**config.mk**
```make
export PLATFORM = sky130hd
export DESIGN_NAME = chiplet_rx_top
export DESIGN_NICKNAME = d
export VERILOG_FILES = /design/src/hdl/chiplet_pkg.sv /design/src/hdl/chiplet_rx_top.sv /design/src/hdl/flit_crc.sv /design/src/hdl/rx_fsm.sv /design/src/hdl/rx_wb_slave.sv /design/src/hdl/sync_fifo.sv
export SDC_FILE = /design/constraint.sdc
export NUM_CORES = 1
export LEC_CHECK = 0
export BUFFER_PORTS_ARGS = -buffer_cell sky130_fd_sc_hd__buf_2
export CORE_AREA = 2 2 258 260
export DETAILED_ROUTE_END_ITERATION = 16
export DIE_AREA = 0 0 260 262
export PLACE_DENSITY_LB_ADDON = 0.12
export SETUP_SLACK_MARGIN = 0.15
export SYNTH_ARGS = -nofsm -noshare
export SYNTH_HDL_FRONTEND = slang
export SYNTH_SLANG_ARGS = --single-unit
```
**constraint.sdc**
```tcl
create_clock -name clk -period 9.05 [get_ports clk]
set_input_delay 0.905 -clock clk [delete_from_list [all_inputs] [get_ports clk]]
set_output_delay 0.905 -clock clk [all_outputs]
set_load 0.005 [all_outputs]
```
**src/hdl/chiplet_pkg.sv**
```systemverilog
package chiplet_pkg;

    typedef logic [31:0] chiplet_word_t;

    // Body length field, 1 to 15 words per packet
    localparam int PKT_LENGTH_WIDTH = 4;
    localparam int NUM_VC = 2;

    typedef enum logic [2:0] {
        REQ_READ,
        REQ_WRITE,
        REQ_RESP,
        REQ_MSG
    } req_e;

    typedef struct packed {
        logic [3:0] id;
        req_e       req;
        logic       vc;
    } flit_meta_t;

    typedef struct packed {
        flit_meta_t    meta;
        chiplet_word_t payload;
    } flit_t;

    // One entry per received packet, written even when the CRC fails
    typedef struct packed {
        logic [3:0]                  id;
        req_e                        req;
        logic                        vc;
        logic [PKT_LENGTH_WIDTH-1:0] length;
        logic                        crc_ok;
    } rx_meta_t;

    // CRC-32 over the body words only, MSB first, no final inversion
    localparam chiplet_word_t CRC_POLY = 32'h04C11DB7;
    localparam chiplet_word_t CRC_INIT = 32'hFFFFFFFF;

    function automatic chiplet_word_t crc_fold_byte(chiplet_word_t crc, logic [7:0] data);
        chiplet_word_t c;
        logic fb;
        c = crc;
        for (int i = 7; i >= 0; i--) begin
            fb = c[31] ^ data[i];
            c = {c[30:0], 1'b0};
            if (fb) begin
                c = c ^ CRC_POLY;
            end
        end
        return c;
    endfunction

    typedef struct packed {
        logic          cyc;
        logic          stb;
        logic          we;
        logic [1:0]    adr;
        chiplet_word_t dat;
    } wb_m2s_t;

    typedef struct packed {
        logic          ack;
        chiplet_word_t dat;
    } wb_s2m_t;

endpackage

```
**src/hdl/chiplet_rx_top.sv**
```systemverilog
`timescale 1ns/1ps

module chiplet_rx_top #(
    parameter int DATA_DEPTH = 16,
    parameter int META_DEPTH = 4
) (
    input  logic                           clk,
    input  logic                           n_rst,
    input  chiplet_pkg::flit_t             flit,
    input  logic                           flit_valid,
    output logic                           flit_ack,
    output logic [chiplet_pkg::NUM_VC-1:0] credit,
    input  chiplet_pkg::wb_m2s_t           wb_in,
    output chiplet_pkg::wb_s2m_t           wb_out
);
    localparam int DATA_CW = $clog2(DATA_DEPTH + 1);
    localparam int META_CW = $clog2(META_DEPTH + 1);

    logic crc_clear, crc_update, crc_done;
    chiplet_pkg::chiplet_word_t crc_word, crc;
    logic data_wen, data_ren, data_full, data_empty;
    chiplet_pkg::chiplet_word_t data_wdata, data_rdata;
    logic [DATA_CW-1:0] data_count;
    logic meta_wen, meta_ren, meta_full, meta_empty;
    chiplet_pkg::rx_meta_t meta_wdata, meta_rdata;
    logic [META_CW-1:0] meta_count;

    rx_fsm u_rx_fsm (
        .clk, .n_rst, .flit, .flit_valid, .flit_ack, .credit,
        .crc_clear, .crc_update, .crc_word, .crc, .crc_done,
        .data_full, .data_wen, .data_wdata,
        .meta_full, .meta_wen, .meta_wdata
    );

    flit_crc u_flit_crc (
        .clk, .n_rst, .clear(crc_clear), .update(crc_update),
        .word(crc_word), .crc, .done(crc_done)
    );

    sync_fifo #(.WIDTH($bits(chiplet_pkg::chiplet_word_t)), .DEPTH(DATA_DEPTH)) u_data_fifo (
        .clk, .n_rst, .wen(data_wen), .wdata(data_wdata), .ren(data_ren),
        .rdata(data_rdata), .full(data_full), .empty(data_empty), .count(data_count)
    );

    sync_fifo #(.WIDTH($bits(chiplet_pkg::rx_meta_t)), .DEPTH(META_DEPTH)) u_meta_fifo (
        .clk, .n_rst, .wen(meta_wen), .wdata(meta_wdata), .ren(meta_ren),
        .rdata(meta_rdata), .full(meta_full), .empty(meta_empty), .count(meta_count)
    );

    rx_wb_slave #(.DATA_CW(DATA_CW), .META_CW(META_CW)) u_rx_wb_slave (
        .clk, .n_rst, .wb_in, .wb_out,
        .data_rdata, .data_empty, .data_full, .data_count, .data_ren,
        .meta_rdata, .meta_empty, .meta_full, .meta_count, .meta_ren
    );

endmodule

```
**src/hdl/flit_crc.sv**
```systemverilog
`timescale 1ns/1ps

module flit_crc (
    input  logic                       clk,
    input  logic                       n_rst,
    input  logic                       clear,
    input  logic                       update,
    input  chiplet_pkg::chiplet_word_t word,
    output chiplet_pkg::chiplet_word_t crc,
    output logic                       done
);
    chiplet_pkg::chiplet_word_t crc_q;
    chiplet_pkg::chiplet_word_t word_q;
    logic [1:0] byte_idx;
    logic busy;

    // First byte folds on the update edge, the rest from the shifted copy
    always_ff @(posedge clk or negedge n_rst) begin
        if (!n_rst) begin
            crc_q    <= chiplet_pkg::CRC_INIT;
            busy     <= 1'b0;
            done     <= 1'b0;
            byte_idx <= 2'd0;
        end else if (clear) begin
            crc_q    <= chiplet_pkg::CRC_INIT;
            busy     <= 1'b0;
            done     <= 1'b0;
            byte_idx <= 2'd0;
        end else if (update) begin
            crc_q    <= chiplet_pkg::crc_fold_byte(crc_q, word[31:24]);
            busy     <= 1'b1;
            done     <= 1'b0;
            byte_idx <= 2'd1;
        end else if (busy) begin
            crc_q    <= chiplet_pkg::crc_fold_byte(crc_q, word_q[31:24]);
            byte_idx <= byte_idx + 2'd1;
            if (byte_idx == 2'd3) begin
                busy <= 1'b0;
                done <= 1'b1;
            end
        end
    end

    always_ff @(posedge clk) begin
        if (update) begin
            word_q <= word << 8;
        end else if (busy) begin
            word_q <= word_q << 8;
        end
    end

    assign crc = crc_q;

    // The FSM must wait for done before feeding the next word
    a_no_update_while_busy: assert property (
        @(posedge clk) disable iff (!n_rst) update |-> !busy);

endmodule

```
**src/hdl/rx_fsm.sv**
```systemverilog
`timescale 1ns/1ps

module rx_fsm (
    input  logic                               clk,
    input  logic                               n_rst,
    input  chiplet_pkg::flit_t                 flit,
    input  logic                               flit_valid,
    output logic                               flit_ack,
    output logic [chiplet_pkg::NUM_VC-1:0]     credit,
    output logic                               crc_clear,
    output logic                               crc_update,
    output chiplet_pkg::chiplet_word_t         crc_word,
    input  chiplet_pkg::chiplet_word_t         crc,
    input  logic                               crc_done,
    input  logic                               data_full,
    output logic                               data_wen,
    output chiplet_pkg::chiplet_word_t         data_wdata,
    input  logic                               meta_full,
    output logic                               meta_wen,
    output chiplet_pkg::rx_meta_t              meta_wdata
);
    typedef enum logic [2:0] {
        IDLE,
        HEADER,
        CRC_WAIT,
        BODY,
        CRC_CHECK,
        REQ_EN
    } state_e;

    state_e state, next_state;
    logic [chiplet_pkg::PKT_LENGTH_WIDTH-1:0] length_q;
    logic [chiplet_pkg::PKT_LENGTH_WIDTH-1:0] count_q;
    chiplet_pkg::flit_meta_t meta_q;
    logic crc_ok_q;
    logic crc_match;

    assign crc_word   = flit.payload;
    assign data_wdata = flit.payload;
    assign crc_match  = (flit.payload == crc);

    always_comb begin
        next_state = state;
        flit_ack   = 1'b0;
        crc_clear  = 1'b0;
        crc_update = 1'b0;
        data_wen   = 1'b0;
        meta_wen   = 1'b0;
        case (state)
            IDLE: begin
                crc_clear = 1'b1;
                if (flit_valid) begin
                    next_state = HEADER;
                end
            end
            HEADER: begin
                flit_ack   = 1'b1;
                next_state = BODY;
            end
            BODY: begin
                // Remaining words go through the CRC, otherwise this is the CRC flit
                if (flit_valid) begin
                    if (count_q == length_q) begin
                        next_state = CRC_CHECK;
                    end else begin
                        crc_update = 1'b1;
                        next_state = CRC_WAIT;
                    end
                end
            end
            CRC_WAIT: begin
                if (crc_done && !data_full) begin
                    data_wen   = 1'b1;
                    flit_ack   = 1'b1;
                    next_state = BODY;
                end
            end
            CRC_CHECK: begin
                if (!data_full) begin
                    flit_ack   = 1'b1;
                    next_state = REQ_EN;
                end
            end
            REQ_EN: begin
                if (!meta_full) begin
                    meta_wen   = 1'b1;
                    next_state = IDLE;
                end
            end
            default: next_state = IDLE;
        endcase
    end

    // One credit back on the vc of every consumed flit
    always_comb begin
        credit = '0;
        if (flit_ack) begin
            credit[flit.meta.vc] = 1'b1;
        end
    end

    always_ff @(posedge clk or negedge n_rst) begin
        if (!n_rst) begin
            state    <= IDLE;
            length_q <= '0;
            count_q  <= '0;
        end else begin
            state <= next_state;
            if (state == HEADER) begin
                length_q <= flit.payload[chiplet_pkg::PKT_LENGTH_WIDTH-1:0];
                count_q  <= '0;
            end else if (data_wen) begin
                count_q <= count_q + 1'b1;
            end
        end
    end

    always_ff @(posedge clk) begin
        if (state == HEADER) begin
            meta_q <= flit.meta;
        end
        if (state == CRC_CHECK && flit_ack) begin
            crc_ok_q <= crc_match;
        end
    end

    assign meta_wdata = '{
        id:     meta_q.id,
        req:    meta_q.req,
        vc:     meta_q.vc,
        length: length_q,
        crc_ok: crc_ok_q
    };

    a_ack_needs_valid: assert property (
        @(posedge clk) disable iff (!n_rst) flit_ack |-> flit_valid);

    a_no_write_when_full: assert property (
        @(posedge clk) disable iff (!n_rst) data_wen |-> !data_full);

endmodule

```
**src/hdl/rx_wb_slave.sv**
```systemverilog
`timescale 1ns/1ps

module rx_wb_slave #(
    parameter int DATA_CW = 5,
    parameter int META_CW = 3
) (
    input  logic                       clk,
    input  logic                       n_rst,
    input  chiplet_pkg::wb_m2s_t       wb_in,
    output chiplet_pkg::wb_s2m_t       wb_out,
    input  chiplet_pkg::chiplet_word_t data_rdata,
    input  logic                       data_empty,
    input  logic                       data_full,
    input  logic [DATA_CW-1:0]         data_count,
    output logic                       data_ren,
    input  chiplet_pkg::rx_meta_t      meta_rdata,
    input  logic                       meta_empty,
    input  logic                       meta_full,
    input  logic [META_CW-1:0]         meta_count,
    output logic                       meta_ren
);
    localparam logic [1:0] ADDR_STATUS = 2'd0;
    localparam logic [1:0] ADDR_META   = 2'd1;
    localparam logic [1:0] ADDR_DATA   = 2'd2;
    localparam int META_PAD = 32 - $bits(chiplet_pkg::rx_meta_t);

    logic req;
    logic ack_q;
    logic pop_data_q, pop_meta_q;
    chiplet_pkg::chiplet_word_t dat_q;
    chiplet_pkg::chiplet_word_t rd_word;

    // New request only in the first cycle of cyc and stb
    assign req = wb_in.cyc && wb_in.stb && !ack_q;

    always_comb begin
        case (wb_in.adr)
            ADDR_STATUS: rd_word = {14'd0, meta_full, data_full,
                                    8'(meta_count), 8'(data_count)};
            ADDR_META:   rd_word = meta_empty ? '0 : {{META_PAD{1'b0}}, meta_rdata};
            ADDR_DATA:   rd_word = data_empty ? '0 : data_rdata;
            default:     rd_word = '0;
        endcase
    end

    always_ff @(posedge clk or negedge n_rst) begin
        if (!n_rst) begin
            ack_q      <= 1'b0;
            pop_data_q <= 1'b0;
            pop_meta_q <= 1'b0;
        end else begin
            ack_q      <= req;
            // Pop decided with the data capture so an empty read never pops later
            pop_data_q <= req && !wb_in.we && wb_in.adr == ADDR_DATA && !data_empty;
            pop_meta_q <= req && !wb_in.we && wb_in.adr == ADDR_META && !meta_empty;
        end
    end

    always_ff @(posedge clk) begin
        if (req) begin
            dat_q <= wb_in.we ? '0 : rd_word;
        end
    end

    assign data_ren = pop_data_q;
    assign meta_ren = pop_meta_q;
    assign wb_out   = '{ack: ack_q, dat: dat_q};

    a_ack_in_cycle: assert property (
        @(posedge clk) disable iff (!n_rst) ack_q |-> (wb_in.cyc && wb_in.stb));

endmodule

```
**src/hdl/sync_fifo.sv**
```systemverilog
`timescale 1ns/1ps

module sync_fifo #(
    parameter int WIDTH = 32,
    parameter int DEPTH = 16
) (
    input  logic                         clk,
    input  logic                         n_rst,
    input  logic                         wen,
    input  logic [WIDTH-1:0]             wdata,
    input  logic                         ren,
    output logic [WIDTH-1:0]             rdata,
    output logic                         full,
    output logic                         empty,
    output logic [$clog2(DEPTH+1)-1:0]   count
);
    localparam int AW = (DEPTH > 1) ? $clog2(DEPTH) : 1;
    localparam int CW = $clog2(DEPTH + 1);

    logic [WIDTH-1:0] mem [DEPTH];
    logic [AW-1:0] wptr, rptr;
    logic [CW-1:0] count_q;
    logic do_write, do_read;

    assign do_write = wen && !full;
    assign do_read  = ren && !empty;

    always_ff @(posedge clk or negedge n_rst) begin
        if (!n_rst) begin
            wptr    <= '0;
            rptr    <= '0;
            count_q <= '0;
        end else begin
            if (do_write) begin
                wptr <= (wptr == AW'(DEPTH - 1)) ? '0 : wptr + 1'b1;
            end
            if (do_read) begin
                rptr <= (rptr == AW'(DEPTH - 1)) ? '0 : rptr + 1'b1;
            end
            case ({do_write, do_read})
                2'b10:   count_q <= count_q + 1'b1;
                2'b01:   count_q <= count_q - 1'b1;
                default: count_q <= count_q;
            endcase
        end
    end

    always_ff @(posedge clk) begin
        if (do_write) begin
            mem[wptr] <= wdata;
        end
    end

    // Head entry is visible without a read
    assign rdata = mem[rptr];
    assign full  = (count_q == CW'(DEPTH));
    assign empty = (count_q == '0);
    assign count = count_q;

    a_count_bound: assert property (
        @(posedge clk) disable iff (!n_rst) count_q <= CW'(DEPTH));

endmodule

```
==> results of run 1 <==
==> kinds of logic after synthesis <==
group,synth area share
flip-flops,0.712
XOR/XNOR,0.0593
multiplexers,0.140
AND/OR/NAND/NOR,0.0384
AO/OA/AOI/OAI,0.0283
adder cells (fa/ha/maj),0.00887
buffers and inverters,0.0130
==> Yosys cell counts, drive strengths merged, types with 9 or more instances <==
master / number
edfxtp: 629
mux4: 156
xnor2: 123
nand2: 83
nor2: 48
a21oi: 47
xor2: 45
clkbuf: 40
dfrtp: 38
mux2i: 38
buf: 32
dfstp: 32
a22oi: 27
and2: 25
o21ai: 24
nor2b: 20
ha: 19
inv: 19
mux2: 15
o211ai: 13
nor3: 10
nand3: 9
==> stage by stage <==
| step | std cells | util | hold slack [ns] | worst slack, ns | instance area, µm² |
|---|---|---|---|---|---|
| finish | 2603 | 0.504 | 0.233 | 5.19 | 32900 |
| global route | 2602 | 0.504 | 0.247 | 4.92 | 32900 |
| CTS | 2602 | 0.504 | 0.216 | 5.03 | 32900 |
| detailed placement | 2462 | 0.468 | 0.489 | 5.04 | 30500 |
| global placement | 2462 | 0.468 | 0.472 | 5.06 | 30500 |
| floorplan | 1555 | - | 0.459 | 6.21 | 29100 |
==> routing by layer <==
| layer | up-vias | track usage |
|---|---|---|
| li1 | 6364 | - |
| met1 | 7700 | 0.285 |
| met2 | 302 | 0.339 |
| met3 | 94 | 0.0264 |
| met4 | 0 | 0.0603 |
| met5 | - | 0 |
==> final cells by class <==
| cell class | instances | share of cell area |
|---|---|---|
| Timing Repair Buffer | 115 | 0.0200 |
| Antenna cell | 1 | 0.0000761 |
| Tap cell | 864 | 0.0329 |
| Clock buffer | 95 | 0.0610 |
| Multi-Input combinational cell | 765 | 0.245 |
| Clock inverter | 45 | 0.0102 |
| Sequential cell | 699 | 0.629 |
| Inverter | 19 | 0.00217 |
==> state kept, by name, indices dropped and copies added (netlist names), 2 cells and up <==
register and flops:
u_data_fifo.wptr 4, u_rx_fsm.length_q 4, u_meta_fifo.mem 52, u_flit_crc.word_q 24
u_meta_fifo.rptr 2, u_flit_crc.crc 32, u_data_fifo.count 5, u_rx_fsm.state 3
u_rx_wb_slave.dat_q 32, u_data_fifo.rptr 4, u_rx_fsm.count_q 4, u_rx_fsm.meta_wdata 8
u_data_fifo.mem 512, u_flit_crc.byte_idx 2, u_meta_fifo.wptr 2, u_meta_fifo.count 3
==> power breakdown <==
part	total, mW	switching, mW	internal [mW]
combinational	3.75	1.94	1.81
sequential	4.27	0.327	3.94
clock	2.91	1.25	1.67
total	10.9	3.51	7.42
==> worst reg2reg max path: cells and delay by family, from the launching register on <==
family,cells,cell delay [ns]
compound gates,2,0.51
buf+inv,2,1.36
flops,1,0.74
mux,2,0.92
==> how the worst max path moves through the flow <==
stage,startpoint,end,slack (ns),depth (start not counted)
after global routing,u_data_fifo.rptr[0],u_rx_wb_slave.dat_q[17],4.92,6
after global placement,u_data_fifo.rptr[0],u_rx_wb_slave.dat_q[17],5.06,6
final,u_data_fifo.count[1],credit[1],5.19,6
after CTS,u_data_fifo.rptr[0],u_rx_wb_slave.dat_q[17],5.03,6
after detailed placement,u_data_fifo.rptr[0],u_rx_wb_slave.dat_q[17],5.04,6
after floorplan,u_data_fifo.count[2],u_data_fifo.mem[4][0],6.21,8
==> reports/summary.log, run 1 <==
[floorplanning] starting density of the core 0.445
[floorplanning] horizontal die dimension 260 µm
[status] run status completed
[drt] Met1 Routed Length 30000 µm
[drt] routed via count divided by cell count 5.56
[floorplanning] die footprint 0.0681 mm²
[setup_path] launch point of the worst reg-to-reg path u_data_fifo.rptr[0]
[floorplanning] IO Count 116
[cells_and_area] most common cell after layout, fill and taps aside edfxtp_1
[drt] routed vias 14500
[logic_synthesis] synth unique cells 57
[cts] post-CTS sizing 0
[logic_synthesis] number of synthesized register bits 699
[cts] number of levels the H-tree was split into 3
[floorplanning] die outline height 262 µm
[cells_and_area] area growth from synthesis to final layout 13.2%
[cts] clock sink total 699
[floorplanning] number of rows created at floorplan 94
[sta] maximum clock rate 0.259 GHz
[power_and_ir_drop] total chip power 10.9 mW
[placement] placer congestion estimate 0.809
[drt] detailed-routing iteration count for the pre-antenna-repair pass 5
[setup_path] biggest fanout along the worst timing path 8
[cells_and_area] Multi-input gate area 0.00804 mm²
[cts] Max Buffers Root-to-Sink 3
[sta] post-route fraction of the period consumed by the critical path 0.426
[logic_synthesis] leading area contributor after synthesis edfxtp_1
[global_routing] remaining global-route overflow 0
[power_and_ir_drop] power density over cell area 332 mW/mm²
[sta] relative slew slack 0.278
[sta] endpoints failing hold 0
[hold_path] Tightest Hold Check Type input port to asynchronous set/reset pin
[drt] first-iteration detailed-routing DRC count 1074
[sta] number of max-slew violations in the final report 0
[setup_path] worst stage delay on the critical path 0.70 ns
[logic_synthesis] Gate Count Post-Synth 1555
[global_routing] global-route wire length before repair 99900 µm
[logic_synthesis] share of Yosys cell area claimed by the top area cell type 0.650
[drt] average wire per cell in the routed design 26.2 µm
[cells_and_area] sequential cell area in the final layout 0.0207 mm²
[setup_path] buffers plus inverters on the worst setup path 1
[setup_path] register-to-register setup slack 5.25 ns
[cts] TritonCTS clock tree built
[setup_path] slowest library cell on the worst path or4_1
[cts] clock buffers created by TritonCTS 76
[cts] Clk Latency, worst-skew pair 0.62 ns
[setup_path] endpoint kind of the worst setup timing path primary output
[logic_synthesis] primary flip-flop cell chosen by synthesis mapping edfxtp_1
[sta] post-route clock skew 0.0188 ns
[setup_path] terminus of the critical flop-to-flop path u_rx_wb_slave.dat_q[17]
[logic_synthesis] number of enable-type register cells in the synthesized netlist 629
[cts] Post CTS Setup Buffer Count 0
[setup_path] number of cells on the worst reg-to-reg path 6
[setup_path] crit-path cells or4_1 -> nor2_1 -> a211oi_1 -> nor2_1 -> nor2b_1 -> buf_2
[placement] sum of net half-perimeters after detailed placement 38300 µm
[logic_synthesis] Mapped Nets 1655
[setup_path] Setup crit start kind flip-flop
[setup_path] data required time of the worst path 8.15 ns
[cts] root buffer selected by CTS clkbuf_16
[floorplanning] core region area 0.0653 mm²
[logic_synthesis] cells taking the most area after synthesis edfxtp_1, mux4_2, xnor2_1, dfrtp_1, dfstp_2
[sta] final critical-path required period 3.86 ns
[logic_synthesis] Post-Synthesis Mean Instance Area 18.7 µm²
[cts] clock-pin transition on the worst setup and hold timing paths 0.05 ns
[global_routing] vias in the first global route 15300
[sta] unrepaired setup endpoints after global routing no
[global_routing] antenna violations before repair 3
[setup_path] most repeated library cell on the critical path nor2_1
[placement] input/output buffers 83
[cts] number of hold-repair buffers added at the cts stage 0
[sta] transition time at the pin with the least slew margin 1.08 ns
[run] Max Cap Viol 0
[cells_and_area] leading cell types in the layout, fill and taps excluded edfxtp_1, mux4_2, xnor2_1
[setup_path] cell family contributing the most delay on the critical path simple AND/OR/NAND/NOR gates
[drt] highest metal used met4
[logic_synthesis] fraction of the yosys area taken by sequential cells 0.712
[global_routing] pin count of the biggest net entering global routing 57
[setup_path] data arrival at the endpoint of the critical path 2.95 ns
[global_routing] Overall Global Routing Usage 0.204
[sta] endpoints failing setup 0
[drt] total routed wirelength 68100 µm
[logic_synthesis] Post-synth ARST share 0.100
[cells_and_area] filler cell count 5387
[sta] final total negative setup slack 0 ns
[power_and_ir_drop] worst ir drop on vdd 0.000339 V
[drt] routed wire length on met3 2690 µm
[logic_synthesis] Synth warnings 0
[power_and_ir_drop] standby leakage power 10.8 nW
[drt] DR WL met2 34000 µm
[cells_and_area] final layout net count 1776
[cells_and_area] fraction of layout instances using a drive strength above 1 0.273
[drt] DRC violations left 0
[logic_synthesis] Netlist Area Pre-Place 0.0291 mm²
[drt] number of antenna-violating nets in the routed design 0
[setup_path] Crit Path Class flip-flop to primary output
Note: power is estimated with default switching activity, not from simulation.
==> run 2, diff against run 1 <==
--- a/config.mk
+++ b/config.mk
@@ -5,10 +5,11 @@
 export SDC_FILE = /design/constraint.sdc
 export NUM_CORES = 1
 export LEC_CHECK = 0
+export ABC_AREA = 1
 export BUFFER_PORTS_ARGS = -buffer_cell sky130_fd_sc_hd__buf_2
-export CORE_AREA = 2 2 258 260
+export CORE_AREA = 2 2 263 265
 export DETAILED_ROUTE_END_ITERATION = 16
-export DIE_AREA = 0 0 260 262
+export DIE_AREA = 0 0 265 267
 export PLACE_DENSITY_LB_ADDON = 0.12
 export SETUP_SLACK_MARGIN = 0.15
 export SYNTH_ARGS = -nofsm -noshare
==> constraint.sdc (replaced) <==
create_clock -name clk -period 3.76 [get_ports clk]
set_input_delay 0.376 -clock clk [delete_from_list [all_inputs] [get_ports clk]]
set_output_delay 0.376 -clock clk [all_outputs]
set_load 0.005 [all_outputs]
==> run 2 against run 1 <==
- global-route usage rose by 3.1 points
- clock power rose by 140%
- die area rose by 3.9%
- worst hold slack got worse by 0.16 ns
- synthesized cell count rose by 73%
- critical endpoint is now u_data_fifo.count[4]
- highest routed layer unchanged
==> reports/summary.log, run 2 <==
[run] Max Cap Viol 0 [unchanged]
[power_and_ir_drop] power density over cell area 652 mW/mm² [+96%]
[setup_path] data arrival at the endpoint of the critical path 3.58 ns [+0.63 ns]
[logic_synthesis] number of synthesized register bits 699 [unchanged]
[cts] number of levels the H-tree was split into 3 [unchanged]
[sta] unrepaired setup endpoints after global routing no
[drt] average wire per cell in the routed design 22.4 µm [-15%]
[floorplanning] horizontal die dimension 265 µm [+1.9%]
[cells_and_area] antenna diode instance count 0 [-1]
[sta] endpoints failing setup 0 [unchanged]
[logic_synthesis] leading area contributor after synthesis edfxtp_1
[cells_and_area] final core utilization 0.508 [+0.00379]
[setup_path] register-to-register setup slack 0.71 ns [-4.54 ns]
[logic_synthesis] Synth top cells by count edfxtp_1, nand2_1, nor2_1
[drt] number of antenna-violating nets in the routed design 0 [unchanged]
[cells_and_area] area growth from synthesis to final layout 13.5%
[cells_and_area] final std cell area, no fill 0.0345 mm² [+4.9%]
[global_routing] vias in the first global route 19900 [+30%]
[power_and_ir_drop] total chip power 22.5 mW [+110%]
[setup_path] Setup crit start kind flip-flop
[floorplanning] core region area 0.0680 mm² [+4.2%]
[floorplanning] starting density of the core 0.447 [+0.00213]
[global_routing] global-route wire length before repair 124000 µm [+24%]
[drt] DRC violations left 0 [unchanged]
[logic_synthesis] Netlist Area Pre-Place 0.0304 mm² [+4.7%]
[placement] placer congestion estimate 0.888 [+9.8%]
[cells_and_area] filler-free cell count of the finished design 3733 [+43%]
[sta] relative slew slack 0.318 [+0.0396]
[logic_synthesis] share of Yosys cell area claimed by the top area cell type 0.621 [-0.0289]
[logic_synthesis] fraction of the yosys area taken by sequential cells 0.680 [-0.0316]
[hold_path] Tightest Hold Check Type input port to flip-flop
[drt] total routed wirelength 83400 µm [+22%]
[setup_path] biggest fanout along the worst timing path 6 [-2]
[setup_path] endpoint kind of the worst setup timing path flip-flop
[placement] input/output buffers 83 [unchanged]
[hold_path] Worst Hold Path EP u_rx_wb_slave.meta_ren
[logic_synthesis] Synth warnings 0 [unchanged]
[cells_and_area] register name with the most flops u_data_fifo.mem
[logic_synthesis] Mapped Nets 2797 [+69%]
[cts] Max Buffers Root-to-Sink 3 [unchanged]
[floorplanning] number of rows created at floorplan 96 [+2.1%]
[power_and_ir_drop] standby leakage power 12.6 nW [+17%]
[cells_and_area] final layout net count 2895 [+63%]
[cells_and_area] filler cell count 6012 [+12%]
[floorplanning] die footprint 0.0708 mm² [+3.9%]
[sta] final total negative setup slack 0 ns [unchanged]
[drt] detailed-routing iteration count for the pre-antenna-repair pass 6 [+1]
[hold_path] Worst Hold Depth 3
[setup_path] Crit Path Class flip-flop to flip-flop
[logic_synthesis] Gate Count Post-Synth 2697 [+73%]
[cts] clock-pin transition on the worst setup and hold timing paths 0.06 ns [about the same]
[placement] worst slack, placed 0.806 ns [-4.23 ns]
[setup_path] launch point of the worst reg-to-reg path u_data_fifo.count[1]
[global_routing] antenna violations before repair 3 [unchanged]
[sta] min setup slack post-route 0.711 ns [-4.48 ns]
[cells_and_area] Multi-input gate area 0.00874 mm² [+8.8%]
[status] run status completed
[logic_synthesis] primary flip-flop cell chosen by synthesis mapping edfxtp_1
[placement] number of cells after detailed placement 3591 [+46%]
[cts] Clk Latency, worst-skew pair 0.62 ns [about the same]
[sta] transition time at the pin with the least slew margin 1.02 ns [-0.0547 ns]
[sta] maximum clock rate 0.328 GHz
[cts] clock buffers created by TritonCTS 75 [-1.3%]
[cts] root buffer selected by CTS clkbuf_16
[logic_synthesis] number of enable-type register cells in the synthesized netlist 629 [unchanged]
[placement] sum of net half-perimeters after detailed placement 51500 µm [+34%]
[cells_and_area] fraction of layout instances using a drive strength above 1 0.121 [-0.153]
[setup_path] terminus of the critical flop-to-flop path u_data_fifo.count[4]
[drt] routed vias 20900 [+45%]
[cts] clock sink total 699 [unchanged]
[cts] TritonCTS clock tree built
[hold_path] Worst Min Path Start wb_in[32]
[sta] number of max-slew violations in the final report 0 [unchanged]
[setup_path] number of cells on the worst reg-to-reg path 13 [+7]
[logic_synthesis] cells taking the most area after synthesis edfxtp_1, nand2_1, o21ai_0, nor2_1, dfrtp_1
[drt] routed via count divided by cell count 5.61 [+0.91%]
[floorplanning] die outline height 267 µm [+1.9%]
[cells_and_area] leading cell types in the layout, fill and taps excluded edfxtp_1, nand2_1, nor2_1
[setup_path] data required time of the worst path 4.29 ns [-3.86 ns]
[cells_and_area] number of flip-flops in the largest register 512 [unchanged]
[cells_and_area] most common cell after layout, fill and taps aside edfxtp_1
[power_and_ir_drop] worst ir drop on vdd 0.000375 V [+11%]
[sta] final critical-path required period 3.05 ns
[cells_and_area] sequential cell area in the final layout 0.0207 mm² [about the same]
[cells_and_area] largest registers u_data_fifo.mem x512, u_meta_fifo.mem x52
[sta] endpoints failing hold 0 [unchanged]
[global_routing] Overall Global Routing Usage 0.235 [+0.0309]
[drt] first-iteration detailed-routing DRC count 1904 [+77%]
[global_routing] pin count of the biggest net entering global routing 194 [+240%]
[logic_synthesis] Post-synth ARST share 0.100 [unchanged]
[placement] Cell Area, Placed 0.0321 mm² [+5.0%]
[sta] smallest hold slack 0.0738 ns [-0.159 ns]
[global_routing] remaining global-route overflow 0 [unchanged]
[sta] post-route fraction of the period consumed by the critical path 0.811
[setup_path] CP startpoint u_data_fifo.count[1]
[logic_synthesis] synth unique cells 44 [-23%]
[logic_synthesis] most frequent cell after synthesis edfxtp_1
[cts] post-CTS sizing 0 [unchanged]
[logic_synthesis] Post-Synthesis Mean Instance Area 11.3 µm² [-40%]
[sta] post-route clock skew 0.0219 ns [+0.00309 ns]
[floorplanning] IO Count 116 [unchanged]
[run 2: worst max-delay path by stage]
| stage | slack [ns] | cells after the start | endpoint |
|---|---|---|---|
| finish | 0.71 | 13 | u_data_fifo.count[4] |
| global route | 0.53 | 13 | u_data_fifo.count[4] |
| CTS | 0.77 | 13 | u_data_fifo.count[4] |
| detailed placement | 0.81 | 13 | u_data_fifo.count[4] |
| global placement | 0.82 | 13 | u_data_fifo.count[4] |
| floorplan | 0.93 | 5 | u_data_fifo.mem[11][0] |
[run 2: area by class of cell]
cell class	count	area share
Sequential cell	699	0.600
Multi-Input combinational cell	1725	0.253
Clock buffer	105	0.0601
Tap cell	882	0.0320
Timing Repair Buffer	152	0.0318
Inverter	142	0.0156
Clock inverter	28	0.00754
[run 2: metal layers]
layer / share of wire / vias to the layer above / wire length (µm) / GRT usage
met5: 0 / - / 0 / 0
met4: 0.025 / 0 / 2070 / 0.0750
met3: 0.057 / 133 / 4720 / 0.0276
met2: 0.47 / 678 / 39500 / 0.380
met1: 0.45 / 10400 / 37100 / 0.334
li1: - / 9727 / - / -
[run 2: what timing repair did]
item | CTS | global route
hold buffers | 9 | 0
hold endpoints to repair | 46 | 0
setup buffers | 0 | 0
[run 2: cell families after synthesis]
| kind of cell | Yosys count | synth area share |
|---|---|---|
| AOI/OAI and AO/OA | 576 | 0.107 |
| buffers and inverters | 273 | 0.0367 |
| and+or+nand+nor | 1029 | 0.137 |
| xor gates and xnor gates | 100 | 0.0302 |
| DFF | 699 | 0.680 |
| adders and majority gates | 20 | 0.00848 |
[run 2: power by group]
| part | switching (mW) | internal (mW) | total, mW |
|---|---|---|---|
| registers | 0.527 | 9.20 | 9.73 |
| logic | 3.90 | 1.82 | 5.72 |
| clock network | 2.98 | 4.07 | 7.05 |
| total | 7.41 | 15.1 | 22.5 |
[run 2: critical path: stages, from the launching register on]
cell     delay (ns)
dfrtp_1        0.45
nor4_2         0.40
nand2_1        0.15
nand2_1        0.21
inv_1          0.15
ha_1           0.31
xor2_1         0.21
ha_1           0.18
a21oi_1        0.05
or2_2          0.32
o21ai_1        0.16
a21oi_1        0.08
o21ai_0        0.11
xor2_1         0.16
